File: config.mk
export PLATFORM = sky130hd
export DESIGN_NAME = cache_refill
export DESIGN_NICKNAME = d
export VERILOG_FILES = /design/src/logic/cache_pkg.sv /design/src/logic/cache_refill.sv
export SDC_FILE = /design/constraint.sdc
export NUM_CORES = 1
export LEC_CHECK = 0
export BUFFER_PORTS_ARGS = -buffer_cell sky130_fd_sc_hd__buf_4
export CORE_AREA = 2 2 216 218
export CTS_CLUSTER_SIZE = 14
export DETAILED_ROUTE_END_ITERATION = 8
export DIE_AREA = 0 0 218 220
export PLACE_DENSITY = 0.44
export SYNTH_ARGS = -nofsm -noshare
export SYNTH_HDL_FRONTEND = slang
export SYNTH_SLANG_ARGS = --single-unit
File: constraint.sdc
create_clock -name clk -period 19.3 [get_ports clk]
set_clock_uncertainty 0.2 [all_clocks]
set_input_delay 1.93 -clock clk [delete_from_list [all_inputs] [get_ports clk]]
set_output_delay 1.93 -clock clk [all_outputs]
set_load 0.01 [all_outputs]
File: src/logic/cache_pkg.sv
`default_nettype none

package cache_pkg;

    localparam int TAG_W = 20;
    localparam int INDEX_W = 8;
    localparam int OFFSET_W = 4;
    localparam int WORDS_PER_LINE = 4;
    localparam int NUM_WAYS = 2;
    localparam int WORD_SEL_W = $clog2(WORDS_PER_LINE);

    typedef struct packed {
        logic [TAG_W-1:0]    tag;
        logic [INDEX_W-1:0]  index;
        logic [OFFSET_W-1:0] offset;
    } cache_addr_s;

    // bus word or tag/index/offset fields
    typedef union packed {
        logic [31:0] raw;
        cache_addr_s f;
    } cache_addr_u;

    typedef logic [32*WORDS_PER_LINE-1:0] line_t;

    // one way as returned by the arrays
    typedef struct packed {
        logic [TAG_W-1:0] tag;
        logic             valid;
        logic             dirty;
        line_t            line;
    } way_rd_s;

    // lookup to refill hand-off
    typedef struct packed {
        cache_addr_u      addr;
        logic             op;
        logic [3:0]       wstrb;
        logic [31:0]      wdata;
        logic             victim_way;
        logic             victim_dirty;
        logic [TAG_W-1:0] victim_tag;
        line_t            victim_line;
    } miss_job_s;

    // valid is set together with tag_we
    typedef struct packed {
        logic                  data_we;
        logic                  way;
        logic [INDEX_W-1:0]    index;
        logic [WORD_SEL_W-1:0] word;
        logic [3:0]            strb;
        logic [31:0]           data;
        logic                  tag_we;
        logic [TAG_W-1:0]      tag;
        logic                  dirty;
    } array_wr_s;

    typedef struct packed {
        logic        valid;
        logic [31:0] data;
    } fill_resp_s;

endpackage

`default_nettype wire

File: src/logic/cache_refill.sv
`timescale 1ns/10ps
`default_nettype none

module cache_refill (
    input  wire                          clk,
    input  wire                          rst,
    input  wire                          miss_start,
    input  wire cache_pkg::miss_job_s    miss_job,
    output cache_pkg::array_wr_s         fill_wr,
    output cache_pkg::fill_resp_s        fill_resp,
    output logic                         fill_done,
    output logic                         rd_req,
    output logic [31:0]                  rd_addr,
    input  wire                          rd_rdy,
    input  wire                          ret_valid,
    input  wire                          ret_last,
    input  wire [31:0]                   ret_data,
    output logic                         wr_req,
    output logic [31:0]                  wr_addr,
    output cache_pkg::line_t             wr_data,
    input  wire                          wr_rdy
);

    typedef enum logic [1:0] {
        S_IDLE,
        S_WRITEBACK,
        S_REQUEST,
        S_REFILL
    } state_e;

    state_e                             state;
    state_e                             state_next;
    cache_pkg::miss_job_s               job;
    logic [cache_pkg::WORD_SEL_W-1:0]   beat_cnt;
    cache_pkg::cache_addr_u             wb_addr;
    cache_pkg::cache_addr_u             line_addr;
    logic                               beat;
    logic                               beat_hit;
    logic [31:0]                        strb_mask;
    logic [31:0]                        fill_word;

    always_ff @(posedge clk) begin
        if (rst) begin
            state <= S_IDLE;
        end else begin
            state <= state_next;
        end
    end

    always_comb begin
        state_next = state;
        case (state)
            S_IDLE: begin
                if (miss_start) begin
                    // clean victim goes straight to the line read
                    state_next = miss_job.victim_dirty ? S_WRITEBACK : S_REQUEST;
                end
            end
            S_WRITEBACK: begin
                if (wr_rdy) begin
                    state_next = S_REQUEST;
                end
            end
            S_REQUEST: begin
                if (rd_rdy) begin
                    state_next = S_REFILL;
                end
            end
            S_REFILL: begin
                if (beat && ret_last) begin
                    state_next = S_IDLE;
                end
            end
            default: begin
                state_next = S_IDLE;
            end
        endcase
    end

    always_ff @(posedge clk) begin
        if ((state == S_IDLE) && miss_start) begin
            job <= miss_job;
        end
    end

    assign beat = (state == S_REFILL) && ret_valid;

    // holds through gaps between beats
    always_ff @(posedge clk) begin
        if (rst || (state == S_REQUEST)) begin
            beat_cnt <= '0;
        end else if (beat) begin
            beat_cnt <= beat_cnt + 1'b1;
        end
    end

    always_comb begin
        wb_addr.f.tag = job.victim_tag;
        wb_addr.f.index = job.addr.f.index;
        wb_addr.f.offset = '0;
        line_addr = job.addr;
        line_addr.f.offset = '0;
    end

    assign wr_req = (state == S_WRITEBACK);
    assign wr_addr = wb_addr.raw;
    assign wr_data = job.victim_line;
    assign rd_req = (state == S_REQUEST);
    assign rd_addr = line_addr.raw;

    always_comb begin
        for (int b = 0; b < 4; b++) begin
            strb_mask[b*8 +: 8] = {8{job.wstrb[b]}};
        end
    end

    // store bytes land on the beat of the requested word
    assign beat_hit = beat && (beat_cnt == job.addr.f.offset[cache_pkg::OFFSET_W-1:2]);
    assign fill_word = (beat_hit && job.op) ? ((ret_data & ~strb_mask) | (job.wdata & strb_mask))
                                            : ret_data;

    always_comb begin
        fill_wr.data_we = beat;
        fill_wr.way = job.victim_way;
        fill_wr.index = job.addr.f.index;
        fill_wr.word = beat_cnt;
        fill_wr.strb = 4'hf;
        fill_wr.data = fill_word;
        fill_wr.tag_we = beat && ret_last;
        fill_wr.tag = job.addr.f.tag;
        fill_wr.dirty = job.op;
    end

    assign fill_resp.valid = beat_hit;
    assign fill_resp.data = fill_word;
    assign fill_done = beat && ret_last;

endmodule

`default_nettype wire

==> out/results.ini <==
[timing]
finalMaxSlewViolations = 0
rsz0062_at_grt = no
fin_crit_ps = 5810
worst_pin_slew_ps = 950
fin_setup_tns_ps = 0
finalSetupViolations = 0
fmax_mhz = 172
post-route-period-util_pct = 30.1
relSlewSlack_pct = 36.7
hold_viol_final = 0

[clocking]
clk_latency_ps = 540
cts_resized = 0
tritoncts.num_buffers = 27
cts_sinks = 220
clock_path_buffers = 3
cts_tree = yes
h-tree-depth = 1
cts-root-buf = clkbuf_16
clk_pin_slew_ps = 60
cts_hold_buf = 0
cts_setup_buffers = 0

[synth]
syn_area_mm2 = 0.00924
syn-mean-instance-area_um2 = 16.7
seq_area_frac_synth_pct = 71.0
yosysTopAreaCell = edfxtp_1
synth_top_cell_area_share_pct = 70.2
ys.warnings.count = 0
syn_inst = 554
synth.top_cells.by_area = edfxtp_1 (70%), buf_4 (21%), mux2_2 (3.7%), nor4_4 (0.92%), dfxtp_1 (0.87%)
synth.distinct_cells = 24
ys_seq_elements = 220

[setup_path]
path_max_fanout = 8
worstSetupStartpoint = ret_valid
start_kind = primary input
r2r_cells = 5
worst_ep_required_time_ps = 17170
r2r_slack_ps = 16100
endpoint_kind = primary output
timing.rr.end = wr_data[93]
reg2reg_from = state[0]
cp-endpoint = fill_resp[15]
worst-endpoint-arrival_ps = 3680
critical_path_class = primary input to primary output

[drt]
drc = 0
wirelength_um = 24200
initialDrtViolationCount = 197
num_vias = 5057
vias_per_cell = 3.37
first_pass_iters = 4
wire_per_inst_um = 16.1
final_antenna_net_count = 0

[run_status]
status = complete, no violations

[floorplan]
die_area_mm2 = 0.0480
initial_utilization_pct = 20.2
core_mm2 = 0.0459
fp.dieH_um = 220
io-pin-count = 556
rows = 79
die_w_um = 218

[placement]
dpl.hpwl_um = 18800
io_buffer_count = 541
postPlaceCellArea_mm2 = 0.0122
place_congestion = 0.758

[grt]
grt_pass1_wl_um = 32600
first_global_vias = 5087
antenna_found_initial = 1
track_usage_pct = 9.22
grt-ovfl-total = 0
grt_start_max_net_pins = 73

[cells_and_area]
layout-drive-gt1-share_pct = 69.2
design_area_mm2 = 0.0130
layout_commonest_cell = buf_4
fin_nets = 1139
final_cell_mix = buf_4 (544), edfxtp_1 (216), mux2_2 (30)
antenna_cells = 0
fill_cells = 4737
synthToLayoutAreaGrowth_pct = 40.6

[power_and_ir_drop]
vdd_ir_drop_max_v = 0.0000666
power_density_mw_per_mm2 = 119
power.leakage_uw = 0.00539

[worst_hold_path]
hold_class = flop to flop

[job]
drv_cap = 0

stage by stage:
stage	setup slack, ps	std cells	utilization, %	hold WS (ps)	power, uW
after global routing	13400	1502	28.3	440	1620
after CTS	13410	1502	28.3	405	1580
after detailed placement	13420	1454	26.5	397	1080
after global placement	13410	1454	26.5	388	1080
after floorplan	11700	564	-	368	988
final	13490	1502	28.3	395	1540
Yosys cell counts, drive strengths merged:
library cell,instances
a311oi,1
and2,1
edfxtp,216
nor3,3
a41oi,2
nor4,4
a211oi,1
and3,1
conb,2
a21bo,1
xor2,4
and4,1
inv,3
mux2,32
buf,261
nand2b,4
dfxtp,4
nand2,6
ha,5
nand3,1
o21ai,1
registers in the layout, indices dropped and copies added, names as in the netlist:
name and flops:
wr_addr 20, fill_wr 30, beat_cnt 2, state 2, wr_data 128, job 38
per-layer routing:
layer | vias up | global-route usage (%) | share of wire (%)
met1 | 2400 | 9.87 | 35
li1 | 2335 | - | -
met2 | 281 | 16.3 | 52
met4 | 2 | 3.27 | 2.8
met3 | 39 | 3.85 | 10
met5 | - | 0 | 0.054
power breakdown:
part | internal (uW) | switching, uW | total (uW)
logic | 167 | 192 | 359
clock network | 287 | 193 | 480
registers | 666 | 36.2 | 702
total | 1120 | 421 | 1540
final cells by class:
| cell class | instances | area [um2] | share of cell area (%) |
|---|---|---|---|
| clock buffers | 38 | 727 | 5.59 |
| clock inverters | 10 | 103 | 0.789 |
| inverters | 3 | 11.3 | 0.0866 |
| multi-input cells | 80 | 746 | 5.74 |
| flip-flops and latches | 220 | 6570 | 50.5 |
| well taps | 607 | 759 | 5.84 |
| repair buffers | 544 | 4080 | 31.4 |
cells by family after synthesis:
| kind of cell | synth area share (%) |
|---|---|
| buf+inv | 21.3 |
| flops | 71.0 |
| mux | 3.98 |
| simple gates | 1.91 |
| compound gates | 0.528 |
| fa+ha+maj | 0.677 |
| xor+xnor | 0.460 |
| other cells | 0.0813 |
how the worst min path moves through the flow:
stage,start,endpoint,depth (start not counted)
floorplan,state[0],state[0],2
global placement,beat_cnt[1],beat_cnt[1],2
detailed placement,beat_cnt[1],beat_cnt[1],2
CTS,beat_cnt[1],beat_cnt[1],2
global route,state[1],state[1],2
finish,beat_cnt[1],beat_cnt[1],2
critical path, stage by stage:
cell	delay, ps
buf_4	100
nand2_2	170
nor4_4	850
mux2_2	460
buf_4	160
Note: power is estimated with default switching activity, not from simulation.
