<file path="src/logic/cache_pkg.sv">
`default_nettype none

package cache_pkg;

    localparam int TAG_W = 20;
    localparam int INDEX_W = 8;
    localparam int OFFSET_W = 4;
    localparam int WORDS_PER_LINE = 4;
    localparam int NUM_WAYS = 2;
    localparam int WORD_SEL_W = $clog2(WORDS_PER_LINE);

    typedef struct packed {
        logic [TAG_W-1:0]    tag;
        logic [INDEX_W-1:0]  index;
        logic [OFFSET_W-1:0] offset;
    } cache_addr_s;

    // bus word or tag/index/offset fields
    typedef union packed {
        logic [31:0] raw;
        cache_addr_s f;
    } cache_addr_u;

    typedef logic [32*WORDS_PER_LINE-1:0] line_t;

    // one way as returned by the arrays
    typedef struct packed {
        logic [TAG_W-1:0] tag;
        logic             valid;
        logic             dirty;
        line_t            line;
    } way_rd_s;

    // lookup to refill hand-off
    typedef struct packed {
        cache_addr_u      addr;
        logic             op;
        logic [3:0]       wstrb;
        logic [31:0]      wdata;
        logic             victim_way;
        logic             victim_dirty;
        logic [TAG_W-1:0] victim_tag;
        line_t            victim_line;
    } miss_job_s;

    // valid is set together with tag_we
    typedef struct packed {
        logic                  data_we;
        logic                  way;
        logic [INDEX_W-1:0]    index;
        logic [WORD_SEL_W-1:0] word;
        logic [3:0]            strb;
        logic [31:0]           data;
        logic                  tag_we;
        logic [TAG_W-1:0]      tag;
        logic                  dirty;
    } array_wr_s;

    typedef struct packed {
        logic        valid;
        logic [31:0] data;
    } fill_resp_s;

endpackage

`default_nettype wire

</file>
<file path="src/logic/cache_lookup.sv">
`timescale 1ns/10ps
`default_nettype none

module cache_lookup #(
    parameter logic [7:0] LFSR_SEED = 8'h5a
) (
    input  wire                                            clk,
    input  wire                                            rst,
    input  wire                                            valid,
    input  wire                                            op,
    input  wire cache_pkg::cache_addr_u                    addr,
    input  wire [3:0]                                      wstrb,
    input  wire [31:0]                                     wdata,
    output logic                                           addr_ok,
    output logic                                           data_ok,
    output logic [31:0]                                    rdata,
    output logic [cache_pkg::INDEX_W-1:0]                  rd_index,
    input  wire cache_pkg::way_rd_s [cache_pkg::NUM_WAYS-1:0] rd_ways,
    output cache_pkg::array_wr_s                           hit_wr,
    output logic                                           miss_start,
    output cache_pkg::miss_job_s                           miss_job,
    input  wire cache_pkg::fill_resp_s                     fill_resp,
    input  wire                                            fill_done
);

    typedef enum logic [1:0] {
        S_IDLE,
        S_LOOKUP,
        S_WAIT_MISS
    } state_e;

    typedef struct packed {
        cache_pkg::cache_addr_u addr;
        logic                   op;
        logic [3:0]             wstrb;
        logic [31:0]            wdata;
    } cpu_req_s;

    state_e                             state;
    state_e                             state_next;
    cpu_req_s                           req;
    logic [7:0]                         lfsr;
    logic                               accept;
    logic [cache_pkg::NUM_WAYS-1:0]     hit_vec;
    logic                               hit;
    logic                               hit_way;
    logic                               victim;
    logic                               write_hit;
    logic [cache_pkg::WORD_SEL_W-1:0]   word_sel;
    logic [31:0]                        hit_word;

    assign addr_ok = (state == S_IDLE);
    assign accept = valid && addr_ok;

    always_ff @(posedge clk) begin
        if (rst) begin
            state <= S_IDLE;
        end else begin
            state <= state_next;
        end
    end

    always_comb begin
        state_next = state;
        case (state)
            S_IDLE: begin
                if (accept) begin
                    state_next = S_LOOKUP;
                end
            end
            S_LOOKUP: begin
                state_next = hit ? S_IDLE : S_WAIT_MISS;
            end
            S_WAIT_MISS: begin
                if (fill_done) begin
                    state_next = S_IDLE;
                end
            end
            default: begin
                state_next = S_IDLE;
            end
        endcase
    end

    always_ff @(posedge clk) begin
        if (accept) begin
            req <= '{addr: addr, op: op, wstrb: wstrb, wdata: wdata};
        end
    end

    // x^8 + x^6 + x^5 + x^4 + 1, free running
    always_ff @(posedge clk) begin
        if (rst) begin
            lfsr <= LFSR_SEED;
        end else begin
            lfsr <= {lfsr[6:0], lfsr[7] ^ lfsr[5] ^ lfsr[4] ^ lfsr[3]};
        end
    end

    // index goes to the arrays on the accept edge, ways come back in lookup
    assign rd_index = (state == S_IDLE) ? addr.f.index : req.addr.f.index;

    always_comb begin
        for (int w = 0; w < cache_pkg::NUM_WAYS; w++) begin
            hit_vec[w] = rd_ways[w].valid && (rd_ways[w].tag == req.addr.f.tag);
        end
    end

    assign hit = |hit_vec;
    assign hit_way = hit_vec[1];
    assign victim = lfsr[0];
    assign word_sel = req.addr.f.offset[cache_pkg::OFFSET_W-1:2];
    assign hit_word = rd_ways[hit_way].line[word_sel*32 +: 32];
    assign write_hit = (state == S_LOOKUP) && hit && req.op;

    // store hit rewrites the tag too so that dirty gets set
    always_comb begin
        hit_wr.data_we = write_hit;
        hit_wr.way = hit_way;
        hit_wr.index = req.addr.f.index;
        hit_wr.word = word_sel;
        hit_wr.strb = req.wstrb;
        hit_wr.data = req.wdata;
        hit_wr.tag_we = write_hit;
        hit_wr.tag = req.addr.f.tag;
        hit_wr.dirty = 1'b1;
    end

    assign miss_start = (state == S_LOOKUP) && !hit;

    always_comb begin
        miss_job.addr = req.addr;
        miss_job.op = req.op;
        miss_job.wstrb = req.wstrb;
        miss_job.wdata = req.wdata;
        miss_job.victim_way = victim;
        miss_job.victim_dirty = rd_ways[victim].valid && rd_ways[victim].dirty;
        miss_job.victim_tag = rd_ways[victim].tag;
        miss_job.victim_line = rd_ways[victim].line;
    end

    // hit answers in lookup, a miss answers on the matching refill beat
    assign data_ok = ((state == S_LOOKUP) && hit) ||
                     ((state == S_WAIT_MISS) && fill_resp.valid);
    assign rdata = (state == S_WAIT_MISS) ? fill_resp.data : hit_word;

endmodule

`default_nettype wire

</file>
<file path="config.mk">
export PLATFORM = sky130hd
export DESIGN_NAME = cache_lookup
export DESIGN_NICKNAME = d
export VERILOG_FILES = /design/src/logic/cache_pkg.sv /design/src/logic/cache_lookup.sv
export SDC_FILE = /design/constraint.sdc
export NUM_CORES = 1
export LEC_CHECK = 0
export ABC_AREA = 1
export BUFFER_PORTS_ARGS = -buffer_cell sky130_fd_sc_hd__buf_2
export CAP_MARGIN = 20
export CORE_AREA = 2 2 291 293
export DETAILED_ROUTE_END_ITERATION = 8
export DIE_AREA = 0 0 293 295
export GPL_ROUTABILITY_DRIVEN = 0
export SYNTH_ARGS = -nofsm -noshare
export SYNTH_HDL_FRONTEND = slang
export SYNTH_SLANG_ARGS = --single-unit
</file>
<file path="constraint.sdc">
create_clock -name clk -period 6.6 [get_ports clk]
set_input_delay 0.66 -clock clk [delete_from_list [all_inputs] [get_ports clk]]
set_output_delay 0.66 -clock clk [all_outputs]
set_load 0.1 [all_outputs]
</file>
==> reports/metrics.cfg, run 1 <==
[global_route]
grt_use_total = 0.130
grt_start_max_net_pins = 203
grt_pass1_wl_mm = 81.1
overflow = 0
grt_pass1_vias = 11800
antenna_found_initial = 35

[setup_path]
crit_top_cell = nand3_1
rr_startpoint = state[1]
worst-setup-path-type = reg -> out
cp-startpoint = hit_wr[5]
slowest_stage = nand3_4
worstPathArrival_ps = 4310
crit_chain = xnor2_1 -> nand3_1 -> nor2_4 -> nand3_4 -> buf_12 -> nand2_1 -> nand3_1 -> nand3_1 -> nand3_1 -> nand2_1 -> buf_2
r2r_slack_ps = 4130
cp_max_fo = 70
worst_path_largest_cell_delay_ps = 650
required_ps = 5940
crit_path_end_kind = output pin
start_kind = flip-flop

[synth]
ys_warn_count = 0
yosys.cell_types.count = 27
syn_inst = 1611
syn_nets = 2017
synth.ff_latch_count = 79
yosysSeqAreaShare = 0.244
syn-cell-area_um2 = 9330
syn-mean-instance-area_um2 = 5.79

[power_and_ir_drop]
internal-power_w = 0.00124
p_sw_frac = 0.654
cellPowerDensity_nw_per_um2 = 258
clkPwrFrac = 0.153
p_leak_nw = 7.60
net-switching-power_w = 0.00234
power_frac_seq = 0.177
pwr-share-comb = 0.671
ir_worst_vdd_v = 0.000190

[clocking]
clockBufferDepth = 2
numClockSinks = 79
clk_root_buffer_cell = clkbuf_16
cts-hold-fix-buffers = 0
cts_setup_buffers = 0
cts.repair.resized = 0
cts_tree = yes
clkSlewWorstSetupHoldPaths_ps = 70
insertion_delay_ps = 370
cts_made_buffers = 9
htreeDepth = 3

[sta]
finalCritPeriodShare = 0.752
relSlewSlack = 0.267
skew_ps = 13.3
worstMarginPinSlew_ps = 1100
maxSlewViolCount = 0
layout_min_cycle_time_ps = 4970
finalHoldWorstSlack_ps = 407
rsz0062_at_grt = false
setup_viol = 0
finalHoldViolCount = 0
max_clock_freq_ghz = 0.201
tns_ps = 0

[floorplanning]
fp-row-count = 106
dieWidth_um = 293
die_area_um2 = 86400
die_y_um = 295
ioPinCount = 738
core_area_um2 = 83200
initial_core_util = 0.112

[final_layout]
layout.area.seq_um2 = 2280
final_common_cell = buf_2
finalInstanceArea_um2 = 13800
multiInputGateArea_um2 = 4830
drive_above_1_share = 0.359
nFillCells = 9659
area_delta_synth_final_pct = 48.5
utilization = 0.167
finalNonFillerCells = 3284
mostFrequentLayoutCells = buf_2, nand2_1, inv_1
fin_nets = 2592

[drt]
drt-total-wl_mm = 60.6
first_pass_iters = 5
vias_per_cell = 4.01
vias = 13200
wl_per_cell_um = 18.5
antenna_left = 0
drt_iter0_drc = 808
drc = 0

[placed_design]
io_buffers = 736
dp_hpwl_mm = 48.7
dp.cells = 3255
dpl-instance-area_um2 = 13500

[worst_hold_path]
hold_start = lfsr[6]
hp-class = reg -> reg

[run]
max_cap_viol_count = 0

[outcome]
status = finished clean

## layout make-up
type,instances,area share
tap,1080,0.0976
timing repair buffer,750,0.278
inverter,318,0.0863
antenna,13,0.00235
clock inverter,7,0.00632
sequential,79,0.164
multi-input combinational,1028,0.349
clock buffer,9,0.0163
## power groups by stage
stage / logic, W / clock network (W) / registers (W)
after floorplan: 0.00175 / 0 / 0.000819
after global placement: 0.00241 / 0 / 0.000643
after detailed placement: 0.00241 / 0 / 0.000642
after CTS: 0.00241 / 0.000570 / 0.000633
after global routing: 0.00249 / 0.000586 / 0.000637
final: 0.00240 / 0.000546 / 0.000632
## flip-flops by register name, summed over array words and instances (netlist names)
| signal | cells |
|---|---|
| state | 2 |
| hit_wr | 66 |
| miss_job | 3 |
| lfsr | 8 |
## kinds of logic (layout without fill, tap and decap cells)
| family | count (synthesis) | count (layout) | share of synthesized area |
|---|---|---|---|
| other | 1 | 14 | 0.000402 |
| buffers and inverters | 504 | 1084 | 0.243 |
| and+or+nand+nor | 853 | 853 | 0.414 |
| DFF | 79 | 79 | 0.244 |
| xor gates and xnor gates | 11 | 11 | 0.0103 |
| AOI/OAI and AO/OA | 163 | 163 | 0.0891 |
## synthesized netlist by cell type (all sizes together)
library cell / number / area share
nor4: 2 / 0.0013
nand2: 441 / 0.18
nor2: 34 / 0.014
clkbuf: 47 / 0.019
xnor2: 9 / 0.0085
dfxtp: 10 / 0.021
clkinv: 1 / 0.00040
nand3: 234 / 0.13
edfxtp: 69 / 0.22
o2111ai: 1 / 0.00094
or2: 6 / 0.0040
nor3: 2 / 0.0011
o21ai: 150 / 0.080
inv: 317 / 0.13
buf: 139 / 0.096
nand4: 133 / 0.089
xor2: 2 / 0.0019
conb: 1 / 0.00040
o22ai: 9 / 0.0060
a21oi: 3 / 0.0016
nor3b: 1 / 0.00081
## per-layer routing
layer  share of wire  vias up  GRT usage
met1            0.40     5994      0.156
met3           0.077      141     0.0281
met2            0.47      740      0.223
met4           0.046       12     0.0579
li1                -     6270          -
met5          0.0011        -          0
## worst paths after layout
kind                     end  cells after the start
setup / recovery   rdata[29]                     11
hold / removal       lfsr[7]                      2
setup reg to reg  hit_wr[33]                      5
hold reg to reg      lfsr[7]                      2
## per-stage QoR
step | setup WS, ps | power, W
3_3_place_gp | 1640 | 0.00305
2_1_floorplan | 511 | 0.00257
4_1_cts | 1430 | 0.00361
6_report | 1630 | 0.00358
3_5_place_dp | 1600 | 0.00305
5_1_grt | 1280 | 0.00371
## critical path, delay by kind of cell, from the launching register on
family | cells | cell delay [ps]
xor+xnor | 1 | 510
flops | 1 | 500
simple gates | 8 | 1940
buf+inv | 2 | 920
Note: power is estimated with default switching activity, not from simulation.
==> run 2, diff against run 1 <==
--- a/config.mk
+++ b/config.mk
@@ -5,12 +5,12 @@
 export SDC_FILE = /design/constraint.sdc
 export NUM_CORES = 1
 export LEC_CHECK = 0
-export ABC_AREA = 1
+export ABC_AREA = 0
 export BUFFER_PORTS_ARGS = -buffer_cell sky130_fd_sc_hd__buf_2
 export CAP_MARGIN = 20
-export CORE_AREA = 2 2 291 293
+export CORE_AREA = 2 2 286 288
 export DETAILED_ROUTE_END_ITERATION = 8
-export DIE_AREA = 0 0 293 295
+export DIE_AREA = 0 0 288 290
 export GPL_ROUTABILITY_DRIVEN = 0
 export SYNTH_ARGS = -nofsm -noshare
 export SYNTH_HDL_FRONTEND = slang
==> constraint.sdc (replaced) <==
create_clock -name clk -period 4.15 [get_ports clk]
set_input_delay 0.415 -clock clk [delete_from_list [all_inputs] [get_ports clk]]
set_output_delay 0.415 -clock clk [all_outputs]
set_load 0.1 [all_outputs]
==> reports/metrics.cfg, run 2 <==
[setup_path]
worst_path_largest_cell_delay_ps = 450
crit_chain = xnor2_1 -> nand4_1 -> nor4_1 -> and3_4 -> buf_12 -> buf_4 -> mux2_2 -> o22ai_1 -> o31ai_2 -> buf_12
rr_endpoint = state[1]
slowest_stage = edfxtp_1
crit_path_end_kind = output pin
ff2ff_path_depth = 8
required_ps = 3730
rr_startpoint = hit_wr[8]
r2r_slack_ps = 1730
crit_top_cell = buf_12
cp-startpoint = hit_wr[8]
start_kind = flip-flop
worstPathArrival_ps = 3550
worst-setup-path-type = reg -> out
cp_max_fo = 57

[floorplanning]
dieWidth_um = 288
core_area_um2 = 80200
die_area_um2 = 83500
die_y_um = 290
ioPinCount = 738
fp-row-count = 104
initial_core_util = 0.0977

[clocking]
numClockSinks = 79
clkSlewWorstSetupHoldPaths_ps = 80
clockBufferDepth = 2
cts_tree = yes
cts-hold-fix-buffers = 0
cts_setup_buffers = 0
clk_root_buffer_cell = clkbuf_16
insertion_delay_ps = 360
htreeDepth = 3
cts_made_buffers = 9
cts.repair.resized = 0

[power_and_ir_drop]
pwr-share-comb = 0.675
internal-power_w = 0.00233
p_leak_nw = 5.60
ir_worst_vdd_v = 0.000239
net-switching-power_w = 0.00370
total_power_w = 0.00603
p_sw_frac = 0.614
cellPowerDensity_nw_per_um2 = 461
clkPwrFrac = 0.157
power_frac_seq = 0.168

[worst_hold_path]
hold_depth = 1
hp-class = in -> reg
hold_start = addr[14]
min_to = hit_wr[3]

[synth]
ys_top_cells_by_area = mux2_2, edfxtp_1, mux2_1, buf_4, o22ai_1
syn-cell-area_um2 = 7840
async_flop_share = 0
yosysTopAreaCellShare = 0.308
yosysMostFrequentCell = mux2_2
synth.ff_latch_count = 79
ys_warn_count = 0
syn-mean-instance-area_um2 = 11.1
ys_top_cells_by_count = mux2_2, buf_4, mux2_1
syn_inst = 704
yosys.cell_types.count = 31
synth_top_cell_by_area = mux2_2
synth-main-ff-cell = edfxtp_1
syn_nets = 1110
synth_edf_count = 69
yosysSeqAreaShare = 0.290

[drt]
vias_per_cell = 3.75
dr_wl_met3_mm = 5.91
antenna_left = 0
vias = 9104
first_pass_iters = 4
drt_iter0_drc = 410
wl_per_cell_um = 27.0
wl_met2_mm = 30.2
drc = 0
met1_length_mm = 27.1
drt-total-wl_mm = 65.6
maxUsedRoutingLayer = met5

[outcome]
status = finished clean

[run]
max_cap_viol_count = 0

[sta]
max_clock_freq_ghz = 0.252
relSlewSlack = 0.460
tns_ps = 0
finalCritPeriodShare = 0.956
maxSlewViolCount = 0
rsz0062_at_grt = false
skew_ps = 6.94
layout_min_cycle_time_ps = 3970
setup_viol = 0
finalHoldViolCount = 0
worstMarginPinSlew_ps = 810

[final_layout]
largest_register_ffs = 66
fin_nets = 1758
mostFrequentLayoutCells = buf_2, mux2_2, mux2_1
final_common_cell = buf_2
drive_above_1_share = 0.763
area_delta_synth_final_pct = 67.1

[placed_design]
dp_hpwl_mm = 57.8
io_buffers = 736

[global_route]
grt_pass1_vias = 8741
overflow = 0
grt_pass1_wl_mm = 83.0
antenna_found_initial = 71
grt_start_max_net_pins = 67
grt_use_total = 0.149

## run 2: stage by stage
stage	util	hold slack, ps	setup WS [ps]	instances	cell area (um2)
finish	0.163	221	181	2429	13100
global route	0.163	198	71.9	2423	13100
CTS	0.163	193	171	2417	13100
detailed placement	0.159	394	564	2401	12700
global placement	0.159	392	450	2401	12700
floorplan	-	389	36.5	704	7860
## run 2: cells by family after synthesis
logic type / after synthesis / synth area share
other: 1 / 0.000479
buffers and inverters: 126 / 0.108
DFF: 79 / 0.290
and+or+nand+nor: 70 / 0.0430
xor gates and xnor gates: 40 / 0.0447
muxes: 284 / 0.408
AOI/OAI and AO/OA: 104 / 0.106
## run 2: metal layers
layer | global-route usage | up-vias
met4 | 0.0455 | 30
met2 | 0.248 | 638
li1 | - | 3916
met5 | 0 | -
met3 | 0.0443 | 158
met1 | 0.184 | 4362
## run 2: layout make-up
type | instances | area (um2)
diodes | 12 | 30.0
clock buffers | 9 | 225
clock inverters | 7 | 109
fillers | 9030 | 67100
inverters | 3 | 11.3
multi-input cells | 499 | 4770
flip-flops and latches | 79 | 2280
well taps | 1060 | 1330
repair buffers | 760 | 4340
## run 2: worst max-delay path by stage
| stage | to | slack, ps | cells after the start |
|---|---|---|---|
| 2_1_floorplan | rdata[30] | 40 | 10 |
| 3_3_place_gp | rdata[14] | 450 | 11 |
| 3_5_place_dp | rdata[14] | 560 | 11 |
| 4_1_cts | rdata[14] | 170 | 10 |
| 5_1_grt | rdata[14] | 70 | 10 |
| 6_report | rdata[14] | 180 | 10 |
## run 2: critical path, delay by kind of cell (launching register included)
family	cells	cell delay [ps]
buffers and inverters	3	830
AOI/OAI and AO/OA	2	540
xor gates and xnor gates	1	320
and+or+nand+nor	3	720
muxes	1	200
DFF	1	450
## run 2: power by group through the flow
stage                     clock network (W)  logic [W]  registers, W
after global placement                    0    0.00409       0.00103
after global routing               0.000999    0.00418       0.00102
after detailed placement                  0    0.00408       0.00103
after floorplan                           0    0.00285       0.00130
after CTS                          0.000976    0.00409       0.00101
final                              0.000947    0.00407       0.00101
